<file path="src/cache_sram.sv">
`timescale 1ns/1ns

module cache_sram #(
    parameter int N_SETS = 16,
    parameter int SET_W  = 182   // ASSOC frames side by side
) (
    input  logic                      CLK,
    input  logic                      nRST,
    input  logic [$clog2(N_SETS)-1:0] sel,
    input  logic                      wen,
    input  logic [SET_W-1:0]          wval,
    input  logic [SET_W-1:0]          wmask,   // a zero bit takes wval
    output logic [SET_W-1:0]          rval
);

    logic [SET_W-1:0] rows [N_SETS];

    always_ff @(posedge CLK, negedge nRST) begin
        if (!nRST) begin
            for (int i = 0; i < N_SETS; i++) begin
                rows[i] <= '0;
            end
        end else if (wen) begin
            // masked bits keep their old value
            rows[sel] <= (rows[sel] & wmask) | (wval & ~wmask);
        end
    end

    assign rval = rows[sel];   // read follows sel in the same cycle

endmodule

</file>
<file path="config.mk">
export PLATFORM = sky130hd
export DESIGN_NAME = cache_sram
export DESIGN_NICKNAME = d
export VERILOG_FILES = /design/src/cache_sram.sv
export SDC_FILE = /design/constraint.sdc
export NUM_CORES = 2
export LEC_CHECK = 0
export BUFFER_PORTS_ARGS = -buffer_cell sky130_fd_sc_hd__buf_2
export CAP_MARGIN = 20
export CORE_ASPECT_RATIO = 1.1
export CORE_MARGIN = 4
export CORE_UTILIZATION = 45
export DETAILED_ROUTE_END_ITERATION = 16
export SETUP_SLACK_MARGIN = 0.4
export SYNTH_ARGS = -nofsm -noshare
export SYNTH_HDL_FRONTEND = slang
export SYNTH_SLANG_ARGS = --single-unit
</file>
<file path="constraint.sdc">
create_clock -name CLK -period 5.9 [get_ports CLK]
set_input_delay 1.18 -clock CLK [delete_from_list [all_inputs] [get_ports CLK]]
set_output_delay 1.18 -clock CLK [all_outputs]
set_load 0.02 [all_outputs]
</file>
==> results.py <==
metrics = {
    "global_route": {
        "grt_pass1_wl_mm": 643.0,
        "grt_pass1_vias": 105349,
        "grt_max_degree": 191,
        "antenna_found_initial": 18,
        "grt.overflow.total": 0,
        "grt_usage": 0.2590,
    },
    "layout": {
        "fin_util": 0.5076,
        "areaGrowthSynthToFinish_pct": 12.34,
        "n_fill_cell": 27456,
        "largest_registers": "rows x2912",
        "largest_reg_flops": 2912,
        "nets": 13635,
        "regArea_mm2": 0.07287,
        "drive_above_1_share": 0.1760,
        "top_register": "rows",
        "multi_input_area_mm2": 0.05956,
    },
    "routing": {
        "vias": 105684,
        "vias_per_cell": 6.000,
        "drcViolationCount": 0,
        "ant_nets": 0,
        "routed_wl_mm": 420.7,
        "wire_per_inst_um": 23.88,
        "first_pass_iters": 6,
        "detail_route.iter0.violations": 9940,
    },
    "timing": {
        "drv_slew": 0,
        "finalHoldViolations": 0,
        "rsz0062_at_grt": "no",
        "slew_headroom": 0.2711,
        "min_period_over_period": 0.8109,
        "fin_crit_ns": 4.784,
        "max_freq_mhz": 209.0,
        "fin_skew_ns": 0.04282,
        "worst_pin_slew_ns": 1.093,
        "setup_viol": 0,
        "fin_tns_setup_ns": 0,
    },
    "power_and_ir_drop": {
        "p_seq_frac": 0.453,
        "clockPowerShare": 0.332,
        "p_switching_mw": 18.77,
        "leakage_nw": 65.58,
        "power.share.combinational": 0.215,
        "internal_power_mw": 42.54,
        "ir_drop_uv": 251.0,
        "power_density_mw_per_mm2": 394.8,
        "swShare": 0.3062,
    },
    "setup_path": {
        "rr_startpoint": "rows[1465]",
        "crit_end": "rval[71]",
        "crit_arrival_ns": 3.60,
        "startpoint_type": "primary input",
        "critPathMaxFanout": 78,
        "worstPathRequired_ns": 4.72,
        "reg2reg_slack_ns": 3.93,
        "crit_start": "sel[0]",
        "ff2ff_path_depth": 4,
        "end_kind": "output port",
        "r2r-end": "rows[373]",
        "critical_path_class": "in -> out",
    },
    "clocking": {
        "clock_tree.root_cell": "clkbuf_16",
        "clkTransAtPathRegs_ns": 0.06,
        "post_cts_buffers": 0,
        "cts-resized-gates": 0,
        "cts_tree": "yes",
        "clock-sinks": 2912,
        "htreeDepth": 5,
        "clockBufferDepth": 4,
        "cts_buffers": 318,
        "cts-hold-fix-buffers": 0,
        "clk_latency_ns": 0.92,
    },
    "job": {
        "maxCapViolations": 0,
    },
    "die": {
        "design.die.area_mm2": 0.3161,
        "die_w_um": 536.4,
        "core_mm2": 0.3059,
        "die_h_um": 589.3,
        "io_pins": 553,
        "placementRows": 213,
        "initial_core_util": 0.4518,
    },
    "place": {
        "gp_congestion": 0.8258,
        "portBuffers": 552,
        "dp_hpwl_mm": 250.6,
    },
    "yosys": {
        "yosysWarningCount": 0,
        "avgSynthCellArea_um2": 10.41,
        "seq_area_frac_synth": 0.5272,
        "synthDistinctLibCells": 29,
        "synth-seq-cells": 2912,
        "syn_inst": 13279,
        "synth_nets": 13650,
        "syn-cell-area_mm2": 0.1382,
    },
    "run_status": {
        "outcome": "completed",
    },
    "hold_path": {
        "holdCritPathClass": "in -> async",
    },
}
-- per-layer routing --
| metal | global-route usage | vias to the layer above | wire (um) |
|---|---|---|---|
| li1 | - | 47882 | - |
| met1 | 0.3601 | 53393 | 183400 |
| met2 | 0.4205 | 3710 | 197600 |
| met3 | 0.04057 | 697 | 27240 |
| met4 | 0.07525 | 2 | 12420 |
| met5 | 0 | - | 7 |
-- critical path, stage by stage --
cell and delay (ns):
buf_12 0.55, buf_12 0.31, buf_12 0.34, mux2i_1 0.14
a22oi_1 0.29, nand3_1 0.12, nand2_1 0.16, buf_2 0.20
-- layout make-up --
cell class | count | share of cell area
Tap cell | 4085 | 0.03291
Antenna cell | 10 | 0.0001611
Timing Repair Buffer | 894 | 0.04539
Multi-Input combinational cell | 9137 | 0.3835
Clock buffer | 466 | 0.06072
Clock inverter | 109 | 0.007936
Inverter | 1 | 0.00007252
Sequential cell | 2912 | 0.4693
-- placed cells by master (no fill, tap or decap), drive strengths merged, types with 182 or more instances in the layout --
master	Yosys	final
nor2	2925	2925
dfrtp	2912	2912
mux2i	1456	1456
a31oi	1456	1456
a21oi	1456	1456
buf	649	894
a22oi	723	723
clkbuf	580	466
nand3	365	365
nor2b	189	189
nand2	188	188
a41oi	182	182
nand4	182	182
-- power groups by stage --
| stage | clock [mW] | sequential [mW] | combinational (mW) |
|---|---|---|---|
| 3_3_place_gp | 0 | 27.7 | 12.6 |
| 4_1_cts | 20.8 | 27.7 | 13.2 |
| 5_1_grt | 21.6 | 28.4 | 14.7 |
| 2_1_floorplan | 0 | 27.3 | 10.0 |
| 3_5_place_dp | 0 | 28.1 | 13.2 |
| 6_report | 20.4 | 27.8 | 13.2 |
-- synth_stat cells --
library cell / number / area share
nand3b_1: 2 / 0.00011
nor3_2: 4 / 0.00029
o21ai_1: 5 / 0.00018
nand2_2: 1 / 0.000045
a22oi_2: 594 / 0.054
a31oi_1: 1456 / 0.066
or3b_1: 1 / 0.000063
a41oi_2: 182 / 0.021
nor2b_1: 189 / 0.0086
nor2_2: 4 / 0.00018
nand4_2: 182 / 0.016
buf_4: 80 / 0.0043
dfrtp_1: 2912 / 0.53
clkbuf_4: 4 / 0.00022
nor2_1: 2921 / 0.079
mux2i_1: 1456 / 0.11
clkbuf_1: 576 / 0.016
buf_8: 3 / 0.00033
buf_6: 58 / 0.0047
nand2b_4: 1 / 0.00010
buf_2: 424 / 0.015
nand2b_1: 1 / 0.000045
buf_1: 84 / 0.0023
nand3_1: 365 / 0.013
a21oi_1: 1456 / 0.053
and2_1: 1 / 0.000045
nand2_1: 187 / 0.0051
inv_1: 1 / 0.000027
a22oi_1: 129 / 0.0070
-- worst min-delay path by stage --
stage / startpoint / cells after the start / slack (ns) / to
floorplan: rows[1641] / 2 / 0.49 / rows[1641]
global placement: rows[1979] / 2 / 0.51 / rows[1979]
detailed placement: rows[2443] / 2 / 0.52 / rows[2443]
CTS: nRST / 1 / 0.24 / rows[759]
global route: nRST / 1 / 0.27 / rows[759]
finish: nRST / 1 / 0.26 / rows[759]
-- cell families after synthesis --
logic type             after synthesis  synth area share
and+or+nand+nor                   3859            0.1235
AOI/OAI and AO/OA                 3822            0.2010
DFF                               2912            0.5272
muxes                             1456            0.1054
buffers and inverters             1230           0.04291
-- metrics by stage --
stage	instances	hold WS [ns]	total power, mW	instance area (um^2)	worst slack, ns
floorplan	13279	0.4942	37.32	138200	2.188
global placement	17027	0.5058	40.38	144500	1.113
detailed placement	17028	0.5159	41.22	144600	1.161
CTS	17603	0.2427	61.73	155200	1.149
global route	17608	0.2664	64.71	155300	1.041
finish	17614	0.2556	61.31	155300	1.116
No activity file was read; power rests on OpenSTA's default activity.
