**config.mk**
```make
export PLATFORM = sky130hd
export DESIGN_NAME = cache_lookup
export DESIGN_NICKNAME = d
export VERILOG_FILES = /design/src/cache_pkg.sv /design/src/cache_lookup.sv
export SDC_FILE = /design/constraint.sdc
export NUM_CORES = 1
export LEC_CHECK = 0
export BUFFER_PORTS_ARGS = -buffer_cell sky130_fd_sc_hd__buf_2
export CORE_AREA = 2 2 109 111
export CTS_CLUSTER_DIAMETER = 60
export CTS_CLUSTER_SIZE = 40
export DETAILED_ROUTE_END_ITERATION = 16
export DIE_AREA = 0 0 111 113
export RECOVER_POWER = 100
export SYNTH_ARGS = -nofsm -noshare
export SYNTH_HDL_FRONTEND = slang
export SYNTH_SLANG_ARGS = --single-unit
```
**constraint.sdc**
```tcl
create_clock -name CLK -period 2.76 [get_ports CLK]
set_input_delay 0.552 -clock CLK [delete_from_list [all_inputs] [get_ports CLK]]
set_output_delay 0.552 -clock CLK [all_outputs]
set_load 0.005 [all_outputs]
```
**src/cache_pkg.sv**
```systemverilog
package cache_pkg;

    // one core data or address word
    typedef logic [31:0] word_t;

    // one enable bit per byte lane of a word
    typedef logic [3:0] byte_en_t;

    // controller states
    typedef enum logic [2:0] {
        IDLE,         // clear sweep after reset
        HIT,          // serving core requests
        FETCH,        // block fill from memory
        WB,           // dirty victim going out
        FLUSH_CACHE   // write back and clear every frame
    } cache_state_t;

    // default geometry, overridden at the top level
    localparam int DEF_CACHE_BYTES = 256;   // data bytes only
    localparam int DEF_BLOCK_WORDS = 2;     // power of 2
    localparam int DEF_ASSOC       = 2;     // 1 or 2

    // addresses from here up bypass the cache
    localparam word_t DEF_NONCACHE_START = 32'hF000_0000;

endpackage

```
**src/cache_lookup.sv**
```systemverilog
`timescale 1ns/1ns

module cache_lookup import cache_pkg::*; #(
    parameter int   N_SETS      = 16,
    parameter int   BLOCK_WORDS = 2,
    parameter int   ASSOC       = 2,
    parameter int   TAG_BITS    = 25,
    localparam int  FRAME_W     = BLOCK_WORDS * 32 + TAG_BITS + 2,
    localparam int  WAY_W       = (ASSOC > 1) ? $clog2(ASSOC) : 1
) (
    input  logic                     CLK,
    input  logic                     nRST,
    input  logic [ASSOC*FRAME_W-1:0] rval,
    input  word_t                    addr,
    input  logic                     touch,
    output logic                     hit,
    output logic [WAY_W-1:0]         hit_way,
    output word_t                    hit_word,
    output logic [WAY_W-1:0]         victim_way,
    output logic                     victim_dirty,
    output logic [TAG_BITS-1:0]      victim_tag
);

    localparam int DATA_W = BLOCK_WORDS * 32;
    localparam int OFF_W  = $clog2(BLOCK_WORDS);
    localparam int IDX_W  = $clog2(N_SETS);

    logic [IDX_W-1:0]    set_idx;
    logic [TAG_BITS-1:0] addr_tag;
    word_t               word_off;
    logic [FRAME_W-1:0]  frame [ASSOC];
    logic [WAY_W-1:0]    last_used [N_SETS];   // most recent way per set

    assign set_idx  = addr[2+OFF_W +: IDX_W];
    assign addr_tag = addr[31 -: TAG_BITS];
    assign word_off = (addr >> 2) & word_t'(BLOCK_WORDS - 1);

    // frame layout: valid, dirty, tag, data
    always_comb begin
        for (int w = 0; w < ASSOC; w++) begin
            frame[w] = rval[w*FRAME_W +: FRAME_W];
        end
    end

    always_comb begin
        hit      = 1'b0;
        hit_way  = '0;
        hit_word = '0;
        for (int w = 0; w < ASSOC; w++) begin
            if (frame[w][FRAME_W-1] && frame[w][DATA_W +: TAG_BITS] == addr_tag) begin
                hit      = 1'b1;
                hit_way  = WAY_W'(w);
                hit_word = frame[w][word_off*32 +: 32];
            end
        end
    end

    // not-recently-used: evict the way that was not touched last
    assign victim_way   = (ASSOC == 1) ? '0 : WAY_W'(last_used[set_idx] + 1'b1);
    assign victim_dirty = frame[victim_way][FRAME_W-1] && frame[victim_way][FRAME_W-2];
    assign victim_tag   = frame[victim_way][DATA_W +: TAG_BITS];

    always_ff @(posedge CLK, negedge nRST) begin
        if (!nRST) begin
            for (int s = 0; s < N_SETS; s++) begin
                last_used[s] <= '0;
            end
        end else if (touch) begin
            last_used[set_idx] <= hit_way;
        end
    end

endmodule

```
==> tab_implementation.tex, run 1 <==
\begin{tabular}{lr}
\hline
Metric & Value \\
\hline
\multicolumn{2}{l}{\textbf{Status}} \\
\quad Run status & finished with violations \\
\quad Violations in the final reports & setup timing \\
\multicolumn{2}{l}{\textbf{Routing}} \\
\quad First-iteration detailed-routing DRC count & 149 \\
\quad Count of antenna-violating nets left after detailed routing & 0 \\
\quad Vias per cell & 5.03 \\
\quad Vias post-DR & 3786 \\
\quad Number of iterations in the first detailed-routing pass & 4 \\
\quad Total wire length after detailed routing & 13800 um \\
\quad Remaining design rule violation count & 0 \\
\quad WL per Instance & 18.3 um \\
\multicolumn{2}{l}{\textbf{Finish}} \\
\quad Number of nets in the layout & 828 \\
\quad Total non-filler cell area in the finished layout & 0.00565 mm\^{}2 \\
\quad Top reg by flops & last\_used \\
\quad Flip-flop count of the largest register, all copies and words added & 16 \\
\quad Fraction of final layout cells with drive strength greater than 1 & 70.3\% \\
\quad Most common cell after layout, fill and taps aside & buf\_2 \\
\quad End-of-flow core utilization & 50.1\% \\
\quad Biggest regs & last\_used (16) \\
\quad Ant diodes & 0 \\
\quad Most used cells in the layout excluding fill and tap cells & buf\_2 (244), mux2\_2 (39), mux2i\_1 (34) \\
\quad Area growth syn-to-layout & 93.7\% \\
\multicolumn{2}{l}{\textbf{Place}} \\
\quad Placement Setup Slack & -281 ps \\
\quad Placed instance area & 0.00467 mm\^{}2 \\
\quad Total half-perimeter wirelength after legalization and detailed placement & 10300 um \\
\quad Count of input and output buffers & 275 \\
\quad Weighted congestion reported at the end of routability-driven placement & 0.989 \\
\multicolumn{2}{l}{\textbf{Critical path}} \\
\quad Top fanout value on the critical path & 4 \\
\quad R2r startpoint & last\_used[10]\$\_DFFE\_PN0P\_ \\
\quad Depth of the worst register-to-register path & 2 \\
\quad Arrival time reported for the critical path endpoint & 2320 ps \\
\quad Required time of the critical path & 2210 ps \\
\quad Startpoint type of the worst setup path & primary input \\
\quad Category of the worst setup path capture point & output port \\
\quad Startpoint-to-endpoint class of the critical path & in -> out \\
\quad Internal reg-to-reg setup slack & 2050 ps \\
\quad Destination of the worst register-to-register timing path & last\_used[10]\$\_DFFE\_PN0P\_ \\
\multicolumn{2}{l}{\textbf{Clock tree}} \\
\quad Root cell of the clock tree & clkbuf\_16 \\
\quad TritonCTS clock tree & done \\
\quad Clk sink count & 16 \\
\quad Source-to-sink clock delay at the later pin of the worst-skew pair & 240 ps \\
\quad H-tree levels & 1 \\
\quad Clk slew on worst S/H paths & 50 ps \\
\quad CTS Hold Buffers Added & 0 \\
\quad Clock Path Buffers & 2 \\
\quad Number of buffers created by CTS & 3 \\
\multicolumn{2}{l}{\textbf{Pwr}} \\
\quad Largest vdd supply drop & 180 uV \\
\quad Total leakage power & 2.73 nW \\
\quad Power per Cell Area & 196 mW/mm\^{}2 \\
\multicolumn{2}{l}{\textbf{Global route}} \\
\quad Largest net degree at the start of global routing & 65 \\
\quad GRT Total Usage & 20.3\% \\
\quad Initial antenna violation count & 0 \\
\quad Global route overflow & 0 \\
\quad Global-route wire length before repair & 20700 um \\
\quad Number of global-route vias before repair & 3968 \\
\multicolumn{2}{l}{\textbf{Floorplan}} \\
\quad Vertical die dimension & 113 um \\
\quad Die width & 111 um \\
\quad Starting density of the core & 25.9\% \\
\quad IO Pins & 278 \\
\quad Area enclosed by the die boundary & 0.0125 mm\^{}2 \\
\quad Standard-cell rows & 39 \\
\quad Floorplan core area & 0.0113 mm\^{}2 \\
\multicolumn{2}{l}{\textbf{Timing}} \\
\quad Count of final setup violators & 52 \\
\quad Hold WS & 396 ps \\
\quad Clock Skew & 0 ps \\
\quad Minimum clock period after layout & 2870 ps \\
\quad Worst rel slew slack & 42.2\% \\
\quad Tcrit/Tclk final & 104\% \\
\quad Sum Neg Setup Slack & -1540 ps \\
\quad Worst path setup slack after routing & -112 ps \\
\quad Maximum operating frequency & 348 MHz \\
\quad Setup repair after global routing missed its margin & true \\
\quad Final slew viol count & 0 \\
\quad Final count of hold timing violations & 0 \\
\quad Actual transition at the worst max-transition pin & 867 ps \\
\multicolumn{2}{l}{\textbf{Synthesis}} \\
\quad Cell accounting for the most synthesized area & mux2\_2 \\
\quad Sequential share of the synthesized area & 13.7\% \\
\quad Mapped Area & 0.00292 mm\^{}2 \\
\quad Number of distinct library cell variants in the gate-level netlist after synthesis & 27 \\
\quad Cell types occupying the most area after synthesis & mux2\_2 (15\%), dfrtp\_1 (14\%), o31ai\_1 (12\%) \\
\quad Mean Syn Cell Area & 9.18 um\^{}2 \\
\quad Cells after synthesis & 318 \\
\quad Fraction of post-synthesis cell area in the top cell type by area & 15.1\% \\
\quad Synth warnings & 0 \\
\quad Total nets after synthesis & 535 \\
\quad Seq cells post-synth & 16 \\
\multicolumn{2}{l}{\textbf{Hold path}} \\
\quad Worst min-delay path category & in -> async \\
\multicolumn{2}{l}{\textbf{Job}} \\
\quad Max\_cap viols & 0 \\
\hline
\end{tabular}
power breakdown:
group	switching [mW]	internal, mW	leakage [nW]
combinational	0.249	0.348	2.47
clock	0.0842	0.190	0.0370
sequential	0.00000000636	0.235	0.224
per-stage QoR:
stage	total power, mW	std cells
6_report	1.11	752
5_1_grt	1.17	752
3_3_place_gp	0.738	738
2_1_floorplan	0.474	318
4_1_cts	1.09	749
3_5_place_dp	0.744	738
synthesized netlist by cell type:
cell,number
or3b_2,1
a211oi_2,1
mux4_2,4
nand2b_1,2
nand3_1,33
nand4_1,10
nor4_2,1
o31ai_1,48
xnor2_1,38
xor2_1,12
mux2_2,39
mux2_4,18
nand2_1,7
or2_2,1
clkbuf_1,18
dfrtp_1,16
buf_6,3
mux2i_1,34
nor2b_1,1
a21oi_2,1
inv_1,2
nor4_1,4
buf_2,4
nand3b_1,2
o21ai_0,16
nor3_1,1
buf_1,1
worst max-delay path: stages:
cell	delay, ps
buf_8	110
xnor2_4	160
nand4_1	150
nor4_2	300
buf_4	150
nand4_1	140
buf_6	180
buf_8	140
o31ai_4	260
buf_2	160
how the worst max path moves through the flow:
stage | from | endpoint | slack, ps | cells after the start
floorplan | addr[3] | victim_tag[10] | 130 | 7
global placement | rval[81] | hit_word[13] | -270 | 10
detailed placement | rval[81] | hit_word[4] | -280 | 10
CTS | addr[23] | hit_word[21] | -70 | 10
global route | addr[30] | hit_word[21] | -210 | 10
finish | addr[24] | hit_word[21] | -110 | 10
cell families (layout without fill, tap and decap cells):
family,after synthesis,count (layout),synth area share [%]
AO/OA/AOI/OAI,66,66,15.8
XOR/XNOR,50,50,15.0
buffers and inverters,28,319,4.55
flip-flops,16,16,13.7
multiplexers,95,95,39.1
AND/OR/NAND/NOR,63,63,11.8
metal layers:
layer	GRT usage [%]	routed length (um)
met5	0	0
met4	6.08	390
met3	3.80	890
met2	36.7	7050
met1	24.6	5460
layout make-up:
| cell class | count | area [um^2] |
|---|---|---|
| Fill cell | 1054 | 5620 |
| Multi-Input combinational cell | 274 | 2870 |
| Timing Repair Buffer | 314 | 2110 |
| Sequential cell | 16 | 400 |
| Tap cell | 143 | 179 |
| Clock buffer | 3 | 75.1 |
| Inverter | 2 | 12.5 |
repair_timing:
action	4_1_cts	5_1_grt
cloned	7	2
gates resized for setup	94	43
setup buffers	2	1
pin swaps	33	8
endpoints found under the setup margin	59	59
No activity file was read; power rests on OpenSTA's default activity.
==> inputs of run 2 (changes only) <==
- SKIP_CTS_REPAIR_TIMING: not set -> 1
==> run 2 against run 1 <==
  * Non-clock buffer count is the same
  * Wire length shrank 2.8%
  * Register-to-register slack hardly changed
  * The run still ends with setup timing left
  * Largest power group unchanged
  * Clock power about the same
  * Maximum frequency is 3.2% lower
  * Combinational power fell by 3%
  * Via count decreased by 0.24%
==> tab_implementation.tex, run 2 (same netlist as run 1, synthesis figures left out) <==
\begin{tabular}{lr}
\hline
Metric & Value \\
\hline
\multicolumn{2}{l}{\textbf{Clock tree}} \\
\quad Root cell of the clock tree & clkbuf\_16 \\
\quad Source-to-sink clock delay at the later pin of the worst-skew pair & 240 ps (about the same) \\
\quad Clk sink count & 16 (unchanged) \\
\quad Clock Path Buffers & 2 (unchanged) \\
\quad H-tree levels & 1 (unchanged) \\
\quad TritonCTS clock tree & done \\
\quad Number of buffers created by CTS & 3 (unchanged) \\
\quad Clk slew on worst S/H paths & 50 ps (about the same) \\
\multicolumn{2}{l}{\textbf{Timing}} \\
\quad Minimum clock period after layout & 2970 ps (+95.3 ps) \\
\quad Final slew viol count & 0 (unchanged) \\
\quad Clock Skew & 0 ps (unchanged) \\
\quad Final count of hold timing violations & 0 (unchanged) \\
\quad Sum Neg Setup Slack & -3580 ps (-2040 ps) \\
\quad Tcrit/Tclk final & 108\% (+3.5 points) \\
\quad Setup repair after global routing missed its margin & true \\
\quad Worst path setup slack after routing & -208 ps (-95.3 ps) \\
\quad Actual transition at the worst max-transition pin & 865 ps (-2.50 ps) \\
\quad Maximum operating frequency & 337 MHz (-3.2\%) \\
\quad Count of final setup violators & 56 (+7.7\%) \\
\quad Worst rel slew slack & 42.3\% (+0.17 points) \\
\multicolumn{2}{l}{\textbf{Routing}} \\
\quad Vias post-DR & 3777 (-0.24\%) \\
\quad First-iteration detailed-routing DRC count & 130 (-13\%) \\
\quad Number of iterations in the first detailed-routing pass & 4 (unchanged) \\
\quad Remaining design rule violation count & 0 (unchanged) \\
\quad Vias per cell & 5.02 (-0.24\%) \\
\quad Count of antenna-violating nets left after detailed routing & 0 (unchanged) \\
\quad WL per Instance & 17.8 um (-2.8\%) \\
\quad Total wire length after detailed routing & 13400 um (-2.8\%) \\
\multicolumn{2}{l}{\textbf{Pwr}} \\
\quad Total leakage power & 2.63 nW (-4.0\%) \\
\quad Largest vdd supply drop & 181 uV (+0.67\%) \\
\quad Total design power & 1.09 mW (-1.7\%) \\
\quad Power per Cell Area & 203 mW/mm\^{}2 (+3.9\%) \\
\multicolumn{2}{l}{\textbf{Finish}} \\
\quad Top reg by flops & last\_used \\
\quad Number of nets in the layout & 828 (unchanged) \\
\quad Area growth syn-to-layout & 83.1\% \\
\quad \# fillers & 1093 (+3.7\%) \\
\quad Biggest regs & last\_used (16) \\
\quad Most used cells in the layout excluding fill and tap cells & buf\_2 (248), mux2\_2 (39), mux2i\_1 (34) \\
\quad End-of-flow core utilization & 47.4\% (-2.7 points) \\
\quad Fraction of final layout cells with drive strength greater than 1 & 67.8\% (-2.5 points) \\
\quad Total non-filler cell area in the finished layout & 0.00534 mm\^{}2 (-5.4\%) \\
\quad Sequential cell area in the final layout & 400 um\^{}2 (unchanged) \\
\quad Flip-flop count of the largest register, all copies and words added & 16 (unchanged) \\
\quad Ant diodes & 0 (unchanged) \\
\quad Footprint of the multi-input gates & 0.00268 mm\^{}2 (-6.7\%) \\
\quad Most common cell after layout, fill and taps aside & buf\_2 \\
\multicolumn{2}{l}{\textbf{Critical path}} \\
\quad Slowest Stage Delay on Critical Path & 360 ps (+60 ps) \\
\quad Top fanout value on the critical path & 8 (+4) \\
\quad Highest-delay cell along the critical path & nor4\_2 \\
\quad Depth of the worst register-to-register path & 2 (unchanged) \\
\quad Category of the worst setup path capture point & output port \\
\quad Arrival time reported for the critical path endpoint & 2420 ps (+100 ps) \\
\quad Required time of the critical path & 2210 ps (about the same) \\
\quad Critical-path cell list & buf\_2 > xnor2\_2 > nand4\_1 > nor4\_2 > buf\_4 > nand4\_1 > buf\_4 > buf\_12 > buf\_6 > o31ai\_4 > buf\_2 \\
\quad Startpoint type of the worst setup path & primary input \\
\quad Startpoint-to-endpoint class of the critical path & in -> out \\
\multicolumn{2}{l}{\textbf{Job}} \\
\quad Max\_cap viols & 0 (unchanged) \\
\multicolumn{2}{l}{\textbf{Floorplan}} \\
\quad Standard-cell rows & 39 (unchanged) \\
\quad Starting density of the core & 25.9\% (unchanged) \\
\quad Floorplan core area & 0.0113 mm\^{}2 (unchanged) \\
\quad Die width & 111 um (unchanged) \\
\quad Vertical die dimension & 113 um (unchanged) \\
\quad Area enclosed by the die boundary & 0.0125 mm\^{}2 (unchanged) \\
\quad IO Pins & 278 (unchanged) \\
\multicolumn{2}{l}{\textbf{Status}} \\
\quad Violations in the final reports & setup timing \\
\quad Run status & finished with violations \\
\multicolumn{2}{l}{\textbf{Global route}} \\
\quad GRT Total Usage & 18.2\% (-2.1 points) \\
\quad Largest net degree at the start of global routing & 65 (unchanged) \\
\quad Global route overflow & 0 (unchanged) \\
\quad Global-route wire length before repair & 18900 um (-8.5\%) \\
\quad Initial antenna violation count & 0 (unchanged) \\
\quad Number of global-route vias before repair & 3792 (-4.4\%) \\
\multicolumn{2}{l}{\textbf{Place}} \\
\quad Total half-perimeter wirelength after legalization and detailed placement & 10300 um (unchanged) \\
\quad Placed instance area & 0.00467 mm\^{}2 (unchanged) \\
\quad Count of input and output buffers & 275 (unchanged) \\
\quad Weighted congestion reported at the end of routability-driven placement & 0.989 (unchanged) \\
\multicolumn{2}{l}{\textbf{Hold path}} \\
\quad Worst min-delay path category & in -> async \\
\hline
\end{tabular}
run 2: cell types whose count changed in the layout (fill, tap and decap cells not counted), sizes merged:
cell	delta
clkbuf	+1
buf	-1
run 2: final cells by class:
type                    instances  share of cell area (%)
clock buffers                   3                    1.40
well taps                     143                    3.35
flip-flops and latches         16                    7.49
repair buffers                314                    37.4
inverters                       2                   0.187
multi-input cells             274                    50.2
run 2: worst max-delay path: cells and delay by family:
kind	cells	cell delay (ps)
buf+inv	6	910
xor+xnor	1	140
compound gates	1	190
simple gates	3	620
run 2: path summary, 6_finish.rpt:
check | startpoint | to | slack (ps)
worst max-delay path | rval[79] | hit_word[10] | -210
worst min-delay path | nRST | last_used[14]$_DFFE_PN0P_ | 400
worst max register to register | last_used[10]$_DFFE_PN0P_ | last_used[10]$_DFFE_PN0P_ | 2050
worst min register to register | last_used[13]$_DFFE_PN0P_ | last_used[13]$_DFFE_PN0P_ | 510
max in group asynchronous | nRST | last_used[0]$_DFFE_PN0P_ | 1830
min in group CLK | last_used[13]$_DFFE_PN0P_ | last_used[13]$_DFFE_PN0P_ | 510
run 2: power breakdown:
group	internal [mW]	switching (mW)
Clock	0.190	0.0851
Combinational	0.338	0.239
Sequential	0.235	0.00000000636
Total	0.763	0.324
run 2: stage by stage:
step,hold WS [ps],setup WS (ps),std cells
final,395,-208,752
after global routing,469,-261,752
after detailed placement,481,-281,738
after floorplan,256,132,318
after global placement,475,-274,738
after CTS,221,-294,741
run 2: layer usage:
layer	wire length (um)	vias to the layer above	global-route usage, %
li1	-	1811	-
met4	363	0	4.50
met5	0	-	0
met1	5420	1763	22.6
met3	809	26	2.89
met2	6820	177	33.1
==> inputs of run 3 (changes only) <==
- BUFFER_PORTS_ARGS: -buffer_cell sky130_fd_sc_hd__buf_2 -> -buffer_cell sky130_fd_sc_hd__buf_4
==> run 3 against run 2 <==
  * The flow still finishes with violations (setup timing)
  * Critical path depth decreased by 1
  * Non-clock buffer count up 14
  * Worst setup slack better by 40 ps
  * Hold slack better by 3.2 ps
  * Critical path type unchanged
==> tab_implementation.tex, run 3 (same netlist as run 1, synthesis figures left out) <==
\begin{tabular}{lr}
\hline
Metric & Value \\
\hline
\multicolumn{2}{l}{\textbf{Routing}} \\
\quad Total met3 wirelength after detailed routing & 872 um (+7.8\%) \\
\quad Total wire length after detailed routing & 14400 um (+7.1\%) \\
\quad Number of iterations in the first detailed-routing pass & 4 (unchanged) \\
\quad Metal2 WL & 7570 um (+11\%) \\
\quad Count of antenna-violating nets left after detailed routing & 0 (unchanged) \\
\quad Vias post-DR & 3825 (+1.3\%) \\
\quad WL per Instance & 18.8 um (+5.2\%) \\
\quad Remaining design rule violation count & 0 (unchanged) \\
\quad Vias per cell & 4.99 (-0.58\%) \\
\quad First-iteration detailed-routing DRC count & 134 (+3.1\%) \\
\quad Sum of routed wire segments on met1 & 5770 um (+6.4\%) \\
\quad Highest metal used & met4 \\
\multicolumn{2}{l}{\textbf{Clock tree}} \\
\quad TritonCTS clock tree & done \\
\quad H-tree levels & 1 (unchanged) \\
\quad Clk slew on worst S/H paths & 50 ps (about the same) \\
\quad Root cell of the clock tree & clkbuf\_16 \\
\quad Number of buffers created by CTS & 3 (unchanged) \\
\quad Source-to-sink clock delay at the later pin of the worst-skew pair & 240 ps (about the same) \\
\quad Clk sink count & 16 (unchanged) \\
\quad Clock Path Buffers & 2 (unchanged) \\
\multicolumn{2}{l}{\textbf{Timing}} \\
\quad Tcrit/Tclk final & 106\% (-1.4 points) \\
\quad Actual transition at the worst max-transition pin & 863 ps (-1.87 ps) \\
\quad Final slew viol count & 0 (unchanged) \\
\quad Setup repair after global routing missed its margin & true \\
\quad Worst path setup slack after routing & -168 ps (+40.0 ps) \\
\quad Clock Skew & 0 ps (unchanged) \\
\quad Final count of hold timing violations & 0 (unchanged) \\
\quad Worst rel slew slack & 42.5\% (+0.12 points) \\
\quad Minimum clock period after layout & 2930 ps (-40.0 ps) \\
\quad Count of final setup violators & 59 (+5.4\%) \\
\quad Maximum operating frequency & 342 MHz (+1.4\%) \\
\multicolumn{2}{l}{\textbf{Status}} \\
\quad Violations in the final reports & setup timing \\
\quad Run status & finished with violations \\
\multicolumn{2}{l}{\textbf{Finish}} \\
\quad End-of-flow core utilization & 55.3\% (+7.9 points) \\
\quad Biggest regs & last\_used (16) \\
\quad Total non-filler cell area in the finished layout & 0.00623 mm\^{}2 (+17\%) \\
\quad Number of nets in the layout & 842 (+1.7\%) \\
\quad Ant diodes & 0 (unchanged) \\
\quad Area growth syn-to-layout & 114\% \\
\quad Most used cells in the layout excluding fill and tap cells & buf\_4 (271), mux2i\_1 (33), mux2\_2 (32), buf\_6 (32), xnor2\_1 (31) \\
\quad Top reg by flops & last\_used \\
\quad Flip-flop count of the largest register, all copies and words added & 16 (unchanged) \\
\quad Fraction of final layout cells with drive strength greater than 1 & 68.7\% (+0.88 points) \\
\quad Most common cell after layout, fill and taps aside & buf\_4 \\
\multicolumn{2}{l}{\textbf{Place}} \\
\quad Placed instance area & 0.00550 mm\^{}2 (+18\%) \\
\quad Count of input and output buffers & 275 (unchanged) \\
\quad Total half-perimeter wirelength after legalization and detailed placement & 11200 um (+8.9\%) \\
\quad Weighted congestion reported at the end of routability-driven placement & 1.01 (+2.3\%) \\
\multicolumn{2}{l}{\textbf{Pwr}} \\
\quad Total leakage power & 2.92 nW (+11\%) \\
\quad Largest vdd supply drop & 163 uV (-10\%) \\
\quad Power per Cell Area & 192 mW/mm\^{}2 (-5.7\%) \\
\quad Total design power & 1.20 mW (+9.9\%) \\
\multicolumn{2}{l}{\textbf{Critical path}} \\
\quad Startpoint-to-endpoint class of the critical path & in -> out \\
\quad Arrival time reported for the critical path endpoint & 2380 ps (-40 ps) \\
\quad Highest-delay cell along the critical path & nor4\_2 \\
\quad Top fanout value on the critical path & 14 (+6) \\
\quad Required time of the critical path & 2210 ps (about the same) \\
\quad Category of the worst setup path capture point & output port \\
\quad Slowest Stage Delay on Critical Path & 290 ps (-70 ps) \\
\quad Internal reg-to-reg setup slack & 2050 ps (about the same) \\
\quad Sum of buffers and inverters on the critical path & 5 (-1) \\
\quad Cell with the most instances on the worst path & buf\_4 \\
\quad Critical-path cell list & buf\_4 > xnor2\_1 > nand4\_1 > nor4\_2 > buf\_4 > nand4\_1 > buf\_6 > buf\_12 > o31ai\_1 > buf\_4 \\
\quad Startpoint type of the worst setup path & primary input \\
\quad Delay-heaviest family, CP & buffers and inverters \\
\multicolumn{2}{l}{\textbf{Floorplan}} \\
\quad Vertical die dimension & 113 um (unchanged) \\
\quad Starting density of the core & 25.9\% (unchanged) \\
\quad Area enclosed by the die boundary & 0.0125 mm\^{}2 (unchanged) \\
\quad Standard-cell rows & 39 (unchanged) \\
\quad Floorplan core area & 0.0113 mm\^{}2 (unchanged) \\
\quad Die width & 111 um (unchanged) \\
\quad IO Pins & 278 (unchanged) \\
\multicolumn{2}{l}{\textbf{Global route}} \\
\quad Initial antenna violation count & 0 (unchanged) \\
\quad GRT Total Usage & 19.6\% (+1.4 points) \\
\quad Largest net degree at the start of global routing & 24 (-63\%) \\
\quad Global route overflow & 0 (unchanged) \\
\quad Global-route wire length before repair & 20100 um (+6.1\%) \\
\quad Number of global-route vias before repair & 3745 (-1.2\%) \\
\multicolumn{2}{l}{\textbf{Hold path}} \\
\quad Worst min-delay path category & in -> async \\
\multicolumn{2}{l}{\textbf{Job}} \\
\quad Max\_cap viols & 0 (unchanged) \\
\hline
\end{tabular}
-- run 3: metrics by stage --
stage / TNS [ps] / cells / setup WS [ps] / hold slack (ps)
final: -4920 / 766 / -168 / 398
after global placement: -9640 / 749 / -282 / 419
after floorplan: 0 / 318 / 132 / 256
after detailed placement: -8810 / 749 / -285 / 424
after global routing: -9820 / 766 / -265 / 501
after CTS: -9310 / 752 / -302 / 164
-- run 3: final timing paths --
check	start	end	cells past startpoint
min in group CLK	last_used[10]$_DFFE_PN0P_	last_used[10]$_DFFE_PN0P_	2
min reg2reg	last_used[10]$_DFFE_PN0P_	last_used[10]$_DFFE_PN0P_	2
max in group asynchronous	nRST	last_used[3]$_DFFE_PN0P_	1
min	nRST	last_used[14]$_DFFE_PN0P_	1
max	rval[83]	hit_word[30]	10
max reg2reg	last_used[3]$_DFFE_PN0P_	last_used[3]$_DFFE_PN0P_	2
-- run 3: final cells by class --
class                      instances  area (um^2)
fill                            1035         5040
clock buffer                       3         75.1
tap                              143          179
inverter                           2         7.51
timing repair buffer             328         2840
multi-input combinational        274         2730
sequential                        16          400
-- run 3: per-layer routing --
metal,global-route usage [%],vias up
met3,3.43,12
li1,-,1837
met1,24.2,1814
met4,3.42,0
met5,0,-
met2,36.2,162
-- run 3: power breakdown --
group          switching [mW]  leakage, nW  internal [mW]  total, mW
Sequential      0.00000000683        0.224          0.235      0.235
Combinational           0.246         2.66          0.443      0.689
Clock                  0.0813       0.0370          0.189      0.271
Total                   0.327         2.92          0.868       1.20
